**src/slot_pkg.sv**
```systemverilog
/*
	Shared types, bus constants and the memory map region table of the slot system.
	Every module and the testbench import this package.
*/
package slot_pkg;

	typedef logic [15:0]	addr_t;			// CPU address
	typedef logic [7:0]		data_t;			// Bus data byte
	typedef logic [9:0]		bank_t;			// 8 KB bank number
	typedef logic [22:0]	mem_addr_t;		// {bank, 13-bit offset}
	typedef logic [1:0]		slot_t;			// Slot or sub-slot number

	localparam logic [7:0]	PPI_PORT_A			= 8'hA8;	// Primary slot register port
	localparam addr_t		SUBSLOT_REG_ADDR	= 16'hFFFF;	// Secondary slot register
	localparam data_t		UNMAPPED_DATA		= 8'hFF;	// Open bus value

	// --------------------------------------------------------------------
	// Region table, indexed by primary slot * 4 + sub-slot
	// --------------------------------------------------------------------
	localparam bank_t REGION_BANK_BASE [0:15] = '{
		10'h010, 10'h118, 10'h09A, 10'h01C,		// Slot 0 ROMs
		10'h000, 10'h000, 10'h000, 10'h000,		// Slot 1 empty
		10'h000, 10'h000, 10'h000, 10'h000,		// Slot 2 empty
		10'h200, 10'h014, 10'h000, 10'h000		// Mapper RAM, sub-ROM, Nextor
	};

	// Number of address bits from A13 upward added to the base
	localparam logic [1:0] REGION_BANK_BITS [0:15] = '{
		2'd2, 2'd1, 2'd1, 2'd2,
		2'd0, 2'd0, 2'd0, 2'd0,
		2'd0, 2'd0, 2'd0, 2'd0,
		2'd3, 2'd2, 2'd3, 2'd0
	};

	// Bit n set when the region answers in page n
	localparam logic [3:0] REGION_PAGES [0:15] = '{
		4'b0011, 4'b0010, 4'b0010, 4'b0110,
		4'b0000, 4'b0000, 4'b0000, 4'b0000,
		4'b0000, 4'b0000, 4'b0000, 4'b0000,
		4'b1111, 4'b0011, 4'b0110, 4'b0000
	};

	localparam logic REGION_WRITABLE [0:15] = '{
		1'b0, 1'b0, 1'b0, 1'b0,
		1'b0, 1'b0, 1'b0, 1'b0,
		1'b0, 1'b0, 1'b0, 1'b0,
		1'b1, 1'b0, 1'b0, 1'b0		// Only mapper RAM takes writes
	};

endpackage

```
**src/memory_map.sv**
```systemverilog
/*
	Memory map of the slot system.
	Looks up the region of the selected slot and sub-slot, forms the external
	address and enables, and muxes register read data. All outputs registered.
*/
module memory_map (
	input								clk42m,
	input								ff_reset_n,
	input								bus_req,
	input								bus_io,
	input								bus_wr,
	input	slot_pkg::addr_t			bus_addr,
	input	slot_pkg::slot_t			page_slot,		// Primary slot of the page
	input	slot_pkg::slot_t	[3:0]	sub_slot_all,	// One per primary slot
	input				[3:0]			sub_hit_all,
	input	slot_pkg::data_t	[3:0]	sub_rdata_all,
	input								prim_hit,		// A8h read
	input	slot_pkg::data_t			prim_rdata,
	output								mem_req,
	output								mem_wr,
	output	slot_pkg::mem_addr_t		mem_address,
	output								rdata_en,
	output	slot_pkg::data_t			rdata
);
	import slot_pkg::*;

	slot_t			w_sub;
	logic	[3:0]	w_region;			// {primary, sub}
	logic	[1:0]	w_page;
	logic			w_answers;
	logic			w_writable;
	logic	[2:0]	w_page_bits;
	bank_t			w_bank;
	logic			w_mem_access;
	logic			w_own_hit;
	data_t			w_own_rdata;
	logic			w_next_mem_req;
	logic			w_next_mem_wr;
	logic			w_next_rdata_en;
	data_t			w_next_rdata;

	logic			ff_mem_req;
	logic			ff_mem_wr;
	mem_addr_t		ff_mem_address;
	logic			ff_rdata_en;
	data_t			ff_rdata;

	// Mask for the low n address bits above A12
	function automatic logic [2:0] bank_mask(input logic [1:0] n);
		case (n)
			2'd0:		return 3'b000;
			2'd1:		return 3'b001;
			2'd2:		return 3'b011;
			default:	return 3'b111;
		endcase
	endfunction

	// --------------------------------------------------------------------
	// Region lookup
	// --------------------------------------------------------------------
	assign w_sub		= sub_slot_all[page_slot];
	assign w_region		= {page_slot, w_sub};
	assign w_page		= bus_addr[15:14];
	assign w_answers	= REGION_PAGES[w_region][w_page];
	assign w_writable	= REGION_WRITABLE[w_region];

	// Bank is base plus page bits from A13 upward
	assign w_page_bits	= bus_addr[15:13] & bank_mask(REGION_BANK_BITS[w_region]);
	assign w_bank		= REGION_BANK_BASE[w_region] + {7'd0, w_page_bits};

	assign w_mem_access	= bus_req && !bus_io;
	assign w_own_hit	= sub_hit_all[page_slot];		// FFFFh claimed by a selector
	assign w_own_rdata	= sub_rdata_all[page_slot];

	// --------------------------------------------------------------------
	// Access decision
	// --------------------------------------------------------------------
	always_comb begin
		w_next_mem_req	= 1'b0;
		w_next_mem_wr	= 1'b0;
		w_next_rdata_en	= 1'b0;
		w_next_rdata	= UNMAPPED_DATA;
		if (prim_hit) begin
			w_next_rdata_en	= 1'b1;
			w_next_rdata	= prim_rdata;
		end
		else if (w_mem_access && w_own_hit) begin
			if (!bus_wr) begin						// Register write gives no output
				w_next_rdata_en	= 1'b1;
				w_next_rdata	= w_own_rdata;
			end
		end
		else if (w_mem_access && w_answers) begin
			if (!bus_wr || w_writable) begin		// ROM writes dropped
				w_next_mem_req	= 1'b1;
				w_next_mem_wr	= bus_wr;
			end
		end
		else if (w_mem_access && !bus_wr) begin
			w_next_rdata_en	= 1'b1;					// Unmapped read returns FFh
		end
	end

	// --------------------------------------------------------------------
	// Output stage
	// --------------------------------------------------------------------
	always_ff @(posedge clk42m) begin
		if (!ff_reset_n) begin
			ff_mem_req	<= 1'b0;
			ff_mem_wr	<= 1'b0;
			ff_rdata_en	<= 1'b0;
		end
		else begin
			ff_mem_req	<= w_next_mem_req;
			ff_mem_wr	<= w_next_mem_wr;
			ff_rdata_en	<= w_next_rdata_en;
		end
	end

	always_ff @(posedge clk42m) begin
		if (w_next_mem_req) begin
			ff_mem_address <= {w_bank, bus_addr[12:0]};
		end
		if (w_next_rdata_en) begin
			ff_rdata <= w_next_rdata;
		end
	end

	assign mem_req		= ff_mem_req;
	assign mem_wr		= ff_mem_wr;
	assign mem_address	= ff_mem_address;
	assign rdata_en		= ff_rdata_en;
	assign rdata		= ff_rdata;

endmodule

```
**src/primary_slot_reg.sv**
```systemverilog
/*
	Primary slot register behind I/O port A8h.
	Gives the primary slot of the page addressed by the current bus request.
*/
module primary_slot_reg (
	input						clk42m,
	input						ff_reset_n,
	input						bus_req,		// One-cycle request strobe
	input						bus_io,			// I/O access
	input						bus_wr,			// Write access
	input	slot_pkg::addr_t	bus_addr,
	input	slot_pkg::data_t	bus_wdata,
	output	slot_pkg::slot_t	page_slot,		// Primary slot of current page
	output						prim_hit,		// I/O read of A8h
	output	slot_pkg::data_t	prim_rdata
);
	import slot_pkg::*;

	data_t			ff_prim_reg;		// Two bits per 16 KB page
	logic			w_port_sel;
	logic	[1:0]	w_page;
	logic	[2:0]	w_field_lsb;

	// --------------------------------------------------------------------
	// Port decode
	// --------------------------------------------------------------------
	assign w_port_sel	= bus_req && bus_io && (bus_addr[7:0] == PPI_PORT_A);	// Low byte only
	assign prim_hit		= w_port_sel && !bus_wr;

	// --------------------------------------------------------------------
	// Register
	// --------------------------------------------------------------------
	always_ff @(posedge clk42m) begin
		if (!ff_reset_n) begin
			ff_prim_reg <= '0;			// All pages on slot 0
		end
		else if (w_port_sel && bus_wr) begin
			ff_prim_reg <= bus_wdata;
		end
	end

	assign prim_rdata	= ff_prim_reg;

	// --------------------------------------------------------------------
	// Page to slot lookup
	// --------------------------------------------------------------------
	assign w_page		= bus_addr[15:14];
	assign w_field_lsb	= {w_page, 1'b0};			// 2 * page
	assign page_slot	= ff_prim_reg[w_field_lsb +: 2];

endmodule

```
**src/slot_system.sv**
```systemverilog
/*
	Top level of the slot selection and memory map core.
	Bus requests in, external memory requests and read data out one cycle later.
*/
module slot_system #(
	parameter logic [3:0] EXP_SLOT_MASK = 4'b1001	// Expanded primary slots
) (
	input							clk42m,
	input							ff_reset_n,
	input							bus_req,
	input							bus_io,
	input							bus_wr,
	input	slot_pkg::addr_t		bus_addr,
	input	slot_pkg::data_t		bus_wdata,
	output							mem_req,
	output							mem_wr,
	output	slot_pkg::mem_addr_t	mem_address,
	output							rdata_en,
	output	slot_pkg::data_t		rdata
);
	import slot_pkg::*;

	slot_t				w_page_slot;
	logic				w_prim_hit;
	data_t				w_prim_rdata;
	slot_t	[3:0]		w_sub_slot_all;
	logic	[3:0]		w_sub_hit_all;
	data_t	[3:0]		w_sub_rdata_all;

	// --------------------------------------------------------------------
	// Primary slot register
	// --------------------------------------------------------------------
	primary_slot_reg u_primary_slot_reg (
		.clk42m			( clk42m			),
		.ff_reset_n		( ff_reset_n		),
		.bus_req		( bus_req			),
		.bus_io			( bus_io			),
		.bus_wr			( bus_wr			),
		.bus_addr		( bus_addr			),
		.bus_wdata		( bus_wdata			),
		.page_slot		( w_page_slot		),
		.prim_hit		( w_prim_hit		),
		.prim_rdata		( w_prim_rdata		)
	);

	// --------------------------------------------------------------------
	// Secondary slot selectors, one per primary slot
	// --------------------------------------------------------------------
	for (genvar i = 0; i < 4; i++) begin : g_slot
		sub_slot_select #(
			.EXPANDED		( EXP_SLOT_MASK[i]	)
		) u_sub_slot_select (
			.clk42m			( clk42m			),
			.ff_reset_n		( ff_reset_n		),
			.bus_req		( bus_req			),
			.bus_io			( bus_io			),
			.bus_wr			( bus_wr			),
			.bus_addr		( bus_addr			),
			.bus_wdata		( bus_wdata			),
			.slot_selected	( w_page_slot == slot_t'(i)	),	// Live page compare
			.sub_slot		( w_sub_slot_all[i]	),
			.sub_hit		( w_sub_hit_all[i]	),
			.sub_rdata		( w_sub_rdata_all[i]	)
		);
	end

	// --------------------------------------------------------------------
	// Memory map and output stage
	// --------------------------------------------------------------------
	memory_map u_memory_map (
		.clk42m			( clk42m			),
		.ff_reset_n		( ff_reset_n		),
		.bus_req		( bus_req			),
		.bus_io			( bus_io			),
		.bus_wr			( bus_wr			),
		.bus_addr		( bus_addr			),
		.page_slot		( w_page_slot		),
		.sub_slot_all	( w_sub_slot_all	),
		.sub_hit_all	( w_sub_hit_all		),
		.sub_rdata_all	( w_sub_rdata_all	),
		.prim_hit		( w_prim_hit		),
		.prim_rdata		( w_prim_rdata		),
		.mem_req		( mem_req			),
		.mem_wr			( mem_wr			),
		.mem_address	( mem_address		),
		.rdata_en		( rdata_en			),
		.rdata			( rdata				)
	);

endmodule

```
**src/sub_slot_select.sv**
```systemverilog
/*
	Secondary slot selector of one primary slot.
	An expanded slot holds the FFFFh register, which reads back inverted.
	A plain slot holds no state and always reports sub-slot 0.
*/
module sub_slot_select #(
	parameter bit EXPANDED = 1'b0				// Slot is expanded
) (
	input						clk42m,
	input						ff_reset_n,
	input						bus_req,
	input						bus_io,
	input						bus_wr,
	input	slot_pkg::addr_t	bus_addr,
	input	slot_pkg::data_t	bus_wdata,
	input						slot_selected,	// Current page maps to this slot
	output	slot_pkg::slot_t	sub_slot,		// Sub-slot of current page
	output						sub_hit,		// This FFFFh access is ours
	output	slot_pkg::data_t	sub_rdata		// Inverted register value
);
	import slot_pkg::*;

	generate
		if (EXPANDED) begin : g_expanded
			data_t			ff_sub_reg;			// Two bits per page
			logic			w_reg_sel;
			logic	[2:0]	w_field_lsb;

			// ------------------------------------------------------------
			// FFFFh decode
			// ------------------------------------------------------------
			// Page 3 must point at this slot, else the access goes to memory
			assign w_reg_sel	= bus_req && !bus_io &&
								  (bus_addr == SUBSLOT_REG_ADDR) && slot_selected;

			always_ff @(posedge clk42m) begin
				if (!ff_reset_n) begin
					ff_sub_reg <= '0;
				end
				else if (w_reg_sel && bus_wr) begin
					ff_sub_reg <= bus_wdata;
				end
			end

			assign sub_hit		= w_reg_sel;		// Reads and writes both
			assign sub_rdata	= ~ff_sub_reg;		// MSX readback is inverted

			// ------------------------------------------------------------
			// Sub-slot of the current page
			// ------------------------------------------------------------
			assign w_field_lsb	= {bus_addr[15:14], 1'b0};
			assign sub_slot		= ff_sub_reg[w_field_lsb +: 2];
		end
		else begin : g_plain
			// No register here, the map uses table entry 0 of the slot
			assign sub_slot		= '0;
			assign sub_hit		= 1'b0;
			assign sub_rdata	= UNMAPPED_DATA;
		end
	endgenerate

endmodule
```
**config.mk**
```make
export PLATFORM = sky130hd
export DESIGN_NAME = slot_system
export DESIGN_NICKNAME = d
export VERILOG_FILES = /design/src/slot_pkg.sv /design/src/memory_map.sv /design/src/primary_slot_reg.sv /design/src/slot_system.sv /design/src/sub_slot_select.sv
export SDC_FILE = /design/constraint.sdc
export NUM_CORES = 1
export LEC_CHECK = 0
export BUFFER_PORTS_ARGS = -buffer_cell sky130_fd_sc_hd__buf_2
export CAP_MARGIN = 20
export CORE_MARGIN = 2
export CORE_UTILIZATION = 40
export DETAILED_ROUTE_END_ITERATION = 12
export PLACE_DENSITY = 0.69
export SYNTH_ARGS = -nofsm -noshare
export SYNTH_HDL_FRONTEND = slang
export SYNTH_SLANG_ARGS = --single-unit
```
**constraint.sdc**
```tcl
create_clock -name clk42m -period 4.5 [get_ports clk42m]
set_input_delay 0.225 -clock clk42m [delete_from_list [all_inputs] [get_ports clk42m]]
set_output_delay 0.225 -clock clk42m [all_outputs]
set_load 0.005 [all_outputs]
```
==> flow_summary.toml, run 1 <==
[yosys]
synthTopCellsByArea = "edfxtp_1 33%, dfxtp_1 20%, mux2i_1 8.9%"
ys_types = 45
yosysMostFrequentCell = "nand2_1"
avgSynthCellArea_um2 = 11.7
syn_inst = 230
synth.net_count = 267
syn-cell-area_um2 = 2700
synth_edf_count = 30
netlist.area_leader.share = 0.334
ys_seq_elements = 57
synthFlopType = "edfxtp_1"
ys_seq_area_frac = 0.534
synth_warnings = 0
yosys.area.top_type = "edfxtp_1"
postSynth.asyncResetShare = 0
synthTopCellsByCount = "33 x nand2_1, 30 x edfxtp_1, 27 x dfxtp_1"

[detailed_routing]
drt-total-wl_um = 6310
drcViolationCount = 0
drtIter0Drc = 204
via_per_inst = 5.48
final_antenna_net_count = 0
drtPass1Iterations = 4
vias = 2066
wl_per_cell_um = 16.7

[global_routing]
grt_overflow_total = 0
grt_max_degree = 27
grtUsageTotal = 0.182
grt_pass1_wl_um = 10100
grt_pass1_vias = 2011
antenna_found_initial = 0

[floorplanning]
initial_utilization = 0.420
die_h_um = 86.1
ios = 63
die_x_um = 86.1
core_area_um2 = 6420
die-area_um2 = 7420
rows = 29

[timing]
fin_setup_tns_ns = 0
post-route-min-period_ns = 3.97
timing.hold.ws_ns = 0.0777
fin_skew_ns = 0.00715
slew_headroom = 0.543
clock.fmax_mhz = 252
final_max_slew_viol_count = 0
period_share = 0.883
hold_viol_final = 0
rsz0062_at_grt = "false"
worst_pin_slew_ns = 0.685
setup-violations-final = 0

[power_and_ir_drop]
seqPwrFrac = 0.552
comb_power_share = 0.051
ir_drop_mv = 0.172
p_int_uw = 783
power.density_nw_per_um2 = 310
power_frac_clock = 0.397
switching_share = 0.219
leakagePower_nw = 1.44
p_sw_uw = 220

[critical_path]
worstSetupPathType = "reg -> reg"
crit_top_cell = "inv_1"
critPathMaxStageDelay_ns = 0.67
arrival_ns = 4.06
crit_path_end_kind = "register"
path_cells = "mux4_1 > and2_0 > a22oi_1 > inv_1 > ha_1 > nor4b_1 > inv_1 > fa_1 > nor4_1 > nor2_1"
worst_ep_required_time_ns = 4.58
worst-path-max-fanout = 13
slowest_stage = "mux4_1"
start_kind = "register"

[cts]
numCtsBuffers = 9
cts.sinks = 57
cts.htree.levels = 3
cts_setup_buffers = 0
clock_latency_ns = 0.34
cts_resized = 0
cts_root_buf = "clkbuf_8"
cts_tree = "done"
cts_hold_buf = 0
clk_path_buf_depth = 2
clk_pin_slew_ns = 0.06

[worst_hold_path]
hold_path_class = "in -> reg"

[layout]
largest_reg_flops = 22
fillCellCount = 595
utilization = 0.504
nets = 332
ff_latch_area_um2 = 1440
multi_input_area_um2 = 1180
area_growth_pct = 19.9
drive_gt1_frac = 0.270
fin_area_um2 = 3240
diodes = 0

[place]
gp_congestion = 0.884
numPortBuffers = 61
dpl_cell_area_um2 = 3070
post-dp-hpwl_um = 4670

[outcome]
status = "finished clean"

[job]
drv_cap = 0
## final cells by class
class                      instances  share of cell area
clock buffer                      12              0.0449
timing repair buffer              64               0.101
clock inverter                     4             0.00580
multi-input combinational        156               0.365
inverter                           7             0.00812
sequential                        57               0.445
tap                               77              0.0298
## layout by cell type, fill, tap and decap left out, drive strengths merged, types with 2 or more instances in the layout
master / count
nor3b: 3
nor4: 5
a21oi: 2
mux2i: 24
ha: 7
nand3: 5
o21ai: 2
nand2b: 2
edfxtp: 30
nand2: 34
a31oi: 3
buf: 64
nor4b: 3
nor3: 4
clkbuf: 12
and2: 3
nand4: 3
nor2: 14
a211oi: 2
and3: 2
dfxtp: 27
mux4: 6
o22a: 8
inv: 6
or3: 2
clkinv: 5
a22oi: 9
## final timing paths
| check | to | depth (start not counted) | startpoint | slack, ns |
|---|---|---|---|---|
| setup / recovery | u_memory_map.mem_address[16]$_DFFE_PP_ | 10 | u_primary_slot_reg.prim_rdata[3]$_SDFFE_PN0P_ | 0.53 |
| hold / removal | u_memory_map.mem_address[10]$_DFFE_PP_ | 1 | bus_addr[10] | 0.08 |
| setup reg to reg | u_memory_map.mem_address[16]$_DFFE_PP_ | 10 | u_primary_slot_reg.prim_rdata[3]$_SDFFE_PN0P_ | 0.53 |
| hold reg to reg | register | 2 | register | 0.48 |
## power groups by stage
stage | clock network (mW) | logic, mW | registers, mW
after floorplan | 0 | 0.0241 | 0.566
after detailed placement | 0 | 0.0519 | 0.565
after global placement | 0 | 0.0508 | 0.565
final | 0.398 | 0.0516 | 0.554
after global routing | 0.434 | 0.0574 | 0.554
after CTS | 0.410 | 0.0521 | 0.554
## logic make-up after synthesis
kind of cell / after synthesis / synth area share
flip-flops: 57 / 0.534
buffers and inverters: 17 / 0.0306
multiplexers: 30 / 0.146
other: 1 / 0.00139
AND/OR/NAND/NOR: 85 / 0.157
adder cells (fa/ha/maj): 8 / 0.0399
AO/OA/AOI/OAI: 32 / 0.0909
## critical path, delay by kind of cell (launching register included)
kind            cells  cell delay [ns]
simple gates        4             1.37
fa+ha+maj           2             0.73
mux                 1             0.67
flops               1             0.37
compound gates      1             0.34
buf+inv             2             0.25
## layer usage
metal / vias up / track usage / share of wire / routed length, um
met5: - / 0 / 0 / 0
met2: 76 / 0.276 / 0.46 / 2920
met1: 967 / 0.227 / 0.44 / 2790
met4: 0 / 0.0880 / 0.026 / 161
li1: 1008 / - / - / -
met3: 15 / 0.0703 / 0.068 / 427
## metrics by stage
step	std cells	power, mW	worst slack [ns]
3_5_place_dp	361	0.617	0.330
5_1_grt	377	1.05	0.304
4_1_cts	377	1.02	0.542
3_3_place_gp	361	0.616	0.556
6_report	377	1.00	0.526
2_1_floorplan	230	0.590	0.534
Power figures use the tool's default switching activity.
==> run 2, diff against run 1 <==
Settings changed: RECOVER_POWER from default to 25.
==> run 2 against run 1 <==
Net effect: global-route usage is the same; fmax shrank 0.20%; setup slack lost 0.0078 ns; total power is essentially flat; via count grew 0.73%; first-iteration DRC count shrank 30%; core utilization shrank 0.37 points.
==> flow_summary.toml, run 2 (synthesized netlist as in run 1, its figures left out) <==
[critical_path]
crit_path_end_kind = "register"
r2r_end = "u_memory_map.mem_address[16]$_DFFE_PP_"
start_kind = "register"
r2r_slack_ns = 0.52
crit_start = "u_primary_slot_reg.prim_rdata[3]$_SDFFE_PN0P_"
arrival_ns = 4.07
worst_ep_required_time_ns = 4.58
reg2reg_from = "u_primary_slot_reg.prim_rdata[3]$_SDFFE_PN0P_"
rr_worst_depth = 10
crit_end = "u_memory_map.mem_address[16]$_DFFE_PP_"
worst-path-max-fanout = 13
worstSetupPathType = "reg -> reg"

[floorplanning]
die_x_um = 86.1
rows = 29
initial_utilization = 0.420
ios = 63
core_area_um2 = 6420
die_h_um = 86.1
die-area_um2 = 7420

[timing]
worst_pin_slew_ns = 0.689
fin_skew_ns = 0.00745
setup-violations-final = 0
slew_headroom = 0.541
clock.fmax_mhz = 251
period_share = 0.885
final_max_slew_viol_count = 0
rsz0062_at_grt = "false"
fin_setup_tns_ns = 0
hold_viol_final = 0
post-route-min-period_ns = 3.98

[layout]
nets = 332
area_growth_pct = 19.0
final_cell_mix = "42 x buf_2, 33 x nand2_1, 30 x edfxtp_1"
utilization = 0.500
fillCellCount = 606
drive_gt1_frac = 0.207
diodes = 0
final_common_cell = "buf_2"
largest_reg_flops = 22

[place]
gp_congestion = 0.884
numPortBuffers = 61
post-dp-hpwl_um = 4670

[cts]
cts.sinks = 57
cts_resized = 0
cts_setup_buffers = 0
clk_path_buf_depth = 2
cts_hold_buf = 0
clk_pin_slew_ns = 0.06
cts_tree = "done"
numCtsBuffers = 9
clock_latency_ns = 0.34
cts.htree.levels = 3
cts_root_buf = "clkbuf_8"

[job]
drv_cap = 0

[detailed_routing]
drcViolationCount = 0
drtPass1Iterations = 4
final_antenna_net_count = 0
wl_per_cell_um = 16.7
vias = 2081
drtIter0Drc = 143
drt-total-wl_um = 6300
via_per_inst = 5.52

[power_and_ir_drop]
ir_drop_mv = 0.173
power.density_nw_per_um2 = 312
leakagePower_nw = 1.38

[outcome]
status = "finished clean"

[global_routing]
grt_pass1_wl_um = 10100
grt_max_degree = 27
grt_pass1_vias = 2011
grtUsageTotal = 0.182
antenna_found_initial = 0
grt_overflow_total = 0

[worst_hold_path]
hold_path_class = "in -> reg"
-- run 2: cell types whose count changed in the layout (fill, tap and decap cells not counted) --
cell	previous run	this run
buf_2	61	42
clkbuf_1	2	21
-- run 2: power breakdown --
part | switching (mW) | internal, mW
Combinational | 0.0306 | 0.0192
Sequential | 0.00144 | 0.552
Clock | 0.189 | 0.210
-- run 2: stage by stage --
stage,cell area [um2],hold WS [ns],worst slack (ns),std cells,total power [mW]
after floorplan,2700,0.324,0.534,230,0.590
after global placement,3070,0.422,0.556,361,0.616
after detailed placement,3070,0.423,0.330,361,0.617
after CTS,3240,0.0611,0.542,377,1.02
after global routing,3210,0.0627,0.304,377,1.04
final,3210,0.0809,0.518,377,1.00
-- run 2: worst min-delay path by stage --
stage	startpoint	end	depth (start not counted)
floorplan	bus_addr[0]	u_memory_map.mem_address[0]$_DFFE_PP_	0
global placement	bus_addr[9]	u_memory_map.mem_address[9]$_DFFE_PP_	1
detailed placement	bus_addr[10]	u_memory_map.mem_address[10]$_DFFE_PP_	1
CTS	bus_addr[10]	u_memory_map.mem_address[10]$_DFFE_PP_	1
global route	bus_addr[9]	u_memory_map.mem_address[9]$_DFFE_PP_	1
finish	bus_addr[9]	u_memory_map.mem_address[9]$_DFFE_PP_	1
-- run 2: cell type report --
class | instances | area, um2 | area share
clock inverters | 4 | 18.8 | 0.00584
repair buffers | 64 | 304 | 0.0947
multi-input cells | 156 | 1180 | 0.367
clock buffers | 12 | 145 | 0.0452
flip-flops and latches | 57 | 1440 | 0.449
well taps | 77 | 96.3 | 0.0300
inverters | 7 | 26.3 | 0.00818
-- run 2: worst max-delay path, cell delays in order (launching register included) --
cell     delay, ns
dfxtp_1       0.37
mux4_1        0.67
and2_0        0.44
a22oi_1       0.34
inv_1         0.13
ha_1          0.28
nor4b_1       0.46
inv_1         0.12
fa_1          0.45
nor4_1        0.39
nor2_1        0.09
-- run 2: metal layers --
metal | share of wire | track usage
met1 | 0.44 | 0.227
met2 | 0.46 | 0.276
met3 | 0.070 | 0.0703
met4 | 0.026 | 0.0880
met5 | 0 | 0
==> run 3, diff against run 2 <==
Settings changed: CTS_BUF_LIST from default to sky130_fd_sc_hd__clkbuf_4 sky130_fd_sc_hd__clkbuf_8, PLACE_DENSITY 0.69 to 0.67, SYNTH_HIERARCHICAL from default to 1.
==> run 3 against run 2 <==
Net effect: sequential cell count unchanged; total power rose by 13%; global-route usage shrank 1.1 points; largest power group unchanged; largest cell class is now multi-input gates; register-to-register slack improved by 0.31 ns; clock power rose by 30%; final cell count up 23%; via count is 18% higher; clock skew is 0.0047 ns higher; combinational power is 20% higher; sequential share of layout area shrank 6.8 points; core utilization is 3.7 points lower; routed wire length up 16%.
==> flow_summary.toml, run 3 <==
[layout]
nets = 390
fillCellCount = 783
largest_reg_flops = 22
area_growth_pct = 12.9
diodes = 0
utilization = 0.463
instances_no_fill = 463
final_cell_mix = "48 x buf_2, 30 x edfxtp_1, 28 x inv_1"
drive_gt1_frac = 0.246
final_common_cell = "buf_2"

[cts]
numCtsBuffers = 9
clk_pin_slew_ns = 0.07
cts.sinks = 57
cts_setup_buffers = 0
cts_hold_buf = 0
cts.htree.levels = 3
clock_latency_ns = 0.35
clk_path_buf_depth = 2
cts_resized = 0
cts_root_buf = "clkbuf_8"
cts_tree = "done"

[place]
post-dp-hpwl_um = 5480
dp_slack_ns = 0.513
gp_congestion = 0.834
place_inst = 447
numPortBuffers = 61

[power_and_ir_drop]
ir_drop_mv = 0.128
power.density_nw_per_um2 = 300
switching_share = 0.210
power_frac_clock = 0.458
comb_power_share = 0.053
seqPwrFrac = 0.489
p_int_uw = 896
p_total_mw = 1.13
leakagePower_nw = 1.41
p_sw_uw = 238

[yosys]
syn-cell-area_um2 = 3350
synth_warnings = 6
syn_inst = 298
avgSynthCellArea_um2 = 11.2

[critical_path]
r2r_end = "u_memory_map/mem_address[20]$_DFFE_PP_"
worst_ep_required_time_ns = 4.52
arrival_ns = 3.69
worstSetupPathType = "reg -> reg"
crit_path_end_kind = "register"
rr_worst_depth = 9
reg2reg_from = "u_primary_slot_reg/prim_rdata[6]$_SDFFE_PN0P_"
start_kind = "register"
r2r_slack_ns = 0.83
worst-path-max-fanout = 22

[timing]
slew_headroom = 0.606
hold_viol_final = 0
post-route-min-period_ns = 3.67
rsz0062_at_grt = "false"
clock.fmax_mhz = 272
final_max_slew_viol_count = 0
fin_setup_tns_ns = 0
setup-violations-final = 0
fin_skew_ns = 0.0121
worst_pin_slew_ns = 0.591
period_share = 0.816
finalWorstSetupSlack_ns = 0.829

[detailed_routing]
drcViolationCount = 0
wl_per_cell_um = 15.8
drtPass1Iterations = 4
via_per_inst = 5.32
final_antenna_net_count = 0
drtIter0Drc = 114
drt-total-wl_um = 7320
vias = 2464

[worst_hold_path]
hold_path_class = "in -> reg"
hold_depth = 1
hold_end = "u_memory_map/mem_address[9]$_DFFE_PP_"
min_from = "bus_addr[9]"

[floorplanning]
initial_utilization = 0.410
die_x_um = 95.5
die-area_um2 = 9130
die_h_um = 95.5
core_area_um2 = 8180
rows = 33
ios = 63

[global_routing]
grt_pass1_wl_um = 11800
grt_overflow_total = 0
grt_max_degree = 24
grt_pass1_vias = 2338
grtUsageTotal = 0.171
antenna_found_initial = 0

[job]
drv_cap = 0

[outcome]
status = "finished clean"
-- run 3: layout make-up --
| type | count | area, um2 | share of cell area |
|---|---|---|---|
| timing repair buffer | 62 | 297 | 0.0783 |
| sequential | 57 | 1440 | 0.381 |
| multi-input combinational | 193 | 1580 | 0.418 |
| clock buffer | 14 | 186 | 0.0493 |
| tap | 105 | 131 | 0.0347 |
| clock inverter | 2 | 35.0 | 0.00926 |
| inverter | 30 | 113 | 0.0298 |
-- run 3: power groups by stage --
stage	Combinational [mW]	Clock (mW)	Sequential, mW
global placement	0.0603	0	0.565
CTS	0.0619	0.529	0.554
global route	0.0662	0.545	0.554
detailed placement	0.0621	0	0.565
finish	0.0600	0.519	0.554
floorplan	0.0383	0	0.567
-- run 3: per-layer routing --
metal | vias to the layer above | track usage | part of all wire
met4 | 0 | 0.0821 | 0.014
met3 | 9 | 0.0245 | 0.040
li1 | 1182 | - | -
met2 | 54 | 0.301 | 0.52
met5 | - | 0 | 0
met1 | 1219 | 0.205 | 0.43
-- run 3: worst max-delay path, cell delays in order (launching register included) --
cell and delay, ns:
dfxtp_1 0.33, mux4_2 0.74, mux4_2 0.59, inv_1 0.14, ha_1 0.22, nand3_1 0.09
a2111oi_0 0.57, nand4_1 0.25, inv_1 0.10, buf_4 0.29
-- run 3: how the worst max path moves through the flow --
stage / startpoint / end / slack [ns] / cells past startpoint
after floorplan: u_primary_slot_reg/prim_rdata[6]$_SDFFE_PN0P_ / u_memory_map/mem_address[0]$_DFFE_PP_ / 1.10 / 10
after global routing: u_primary_slot_reg/prim_rdata[2]$_SDFFE_PN0P_ / u_memory_map/mem_address[14]$_DFFE_PP_ / 0.60 / 9
final: u_primary_slot_reg/prim_rdata[6]$_SDFFE_PN0P_ / u_memory_map/mem_address[20]$_DFFE_PP_ / 0.83 / 9
after global placement: bus_addr[14] / u_memory_map/mem_address[10]$_DFFE_PP_ / 0.80 / 10
after detailed placement: bus_addr[14] / u_memory_map/mem_address[20]$_DFFE_PP_ / 0.51 / 10
after CTS: u_primary_slot_reg/prim_rdata[6]$_SDFFE_PN0P_ / u_memory_map/mem_address[20]$_DFFE_PP_ / 0.79 / 9
-- run 3: metrics by stage --
stage                     hold slack (ns)  instance area (um2)
after floorplan                     0.324                 3420
after global placement              0.432                 3580
after detailed placement            0.436                 3580
after CTS                          0.0698                 3800
after global routing                0.125                 3780
final                               0.118                 3780
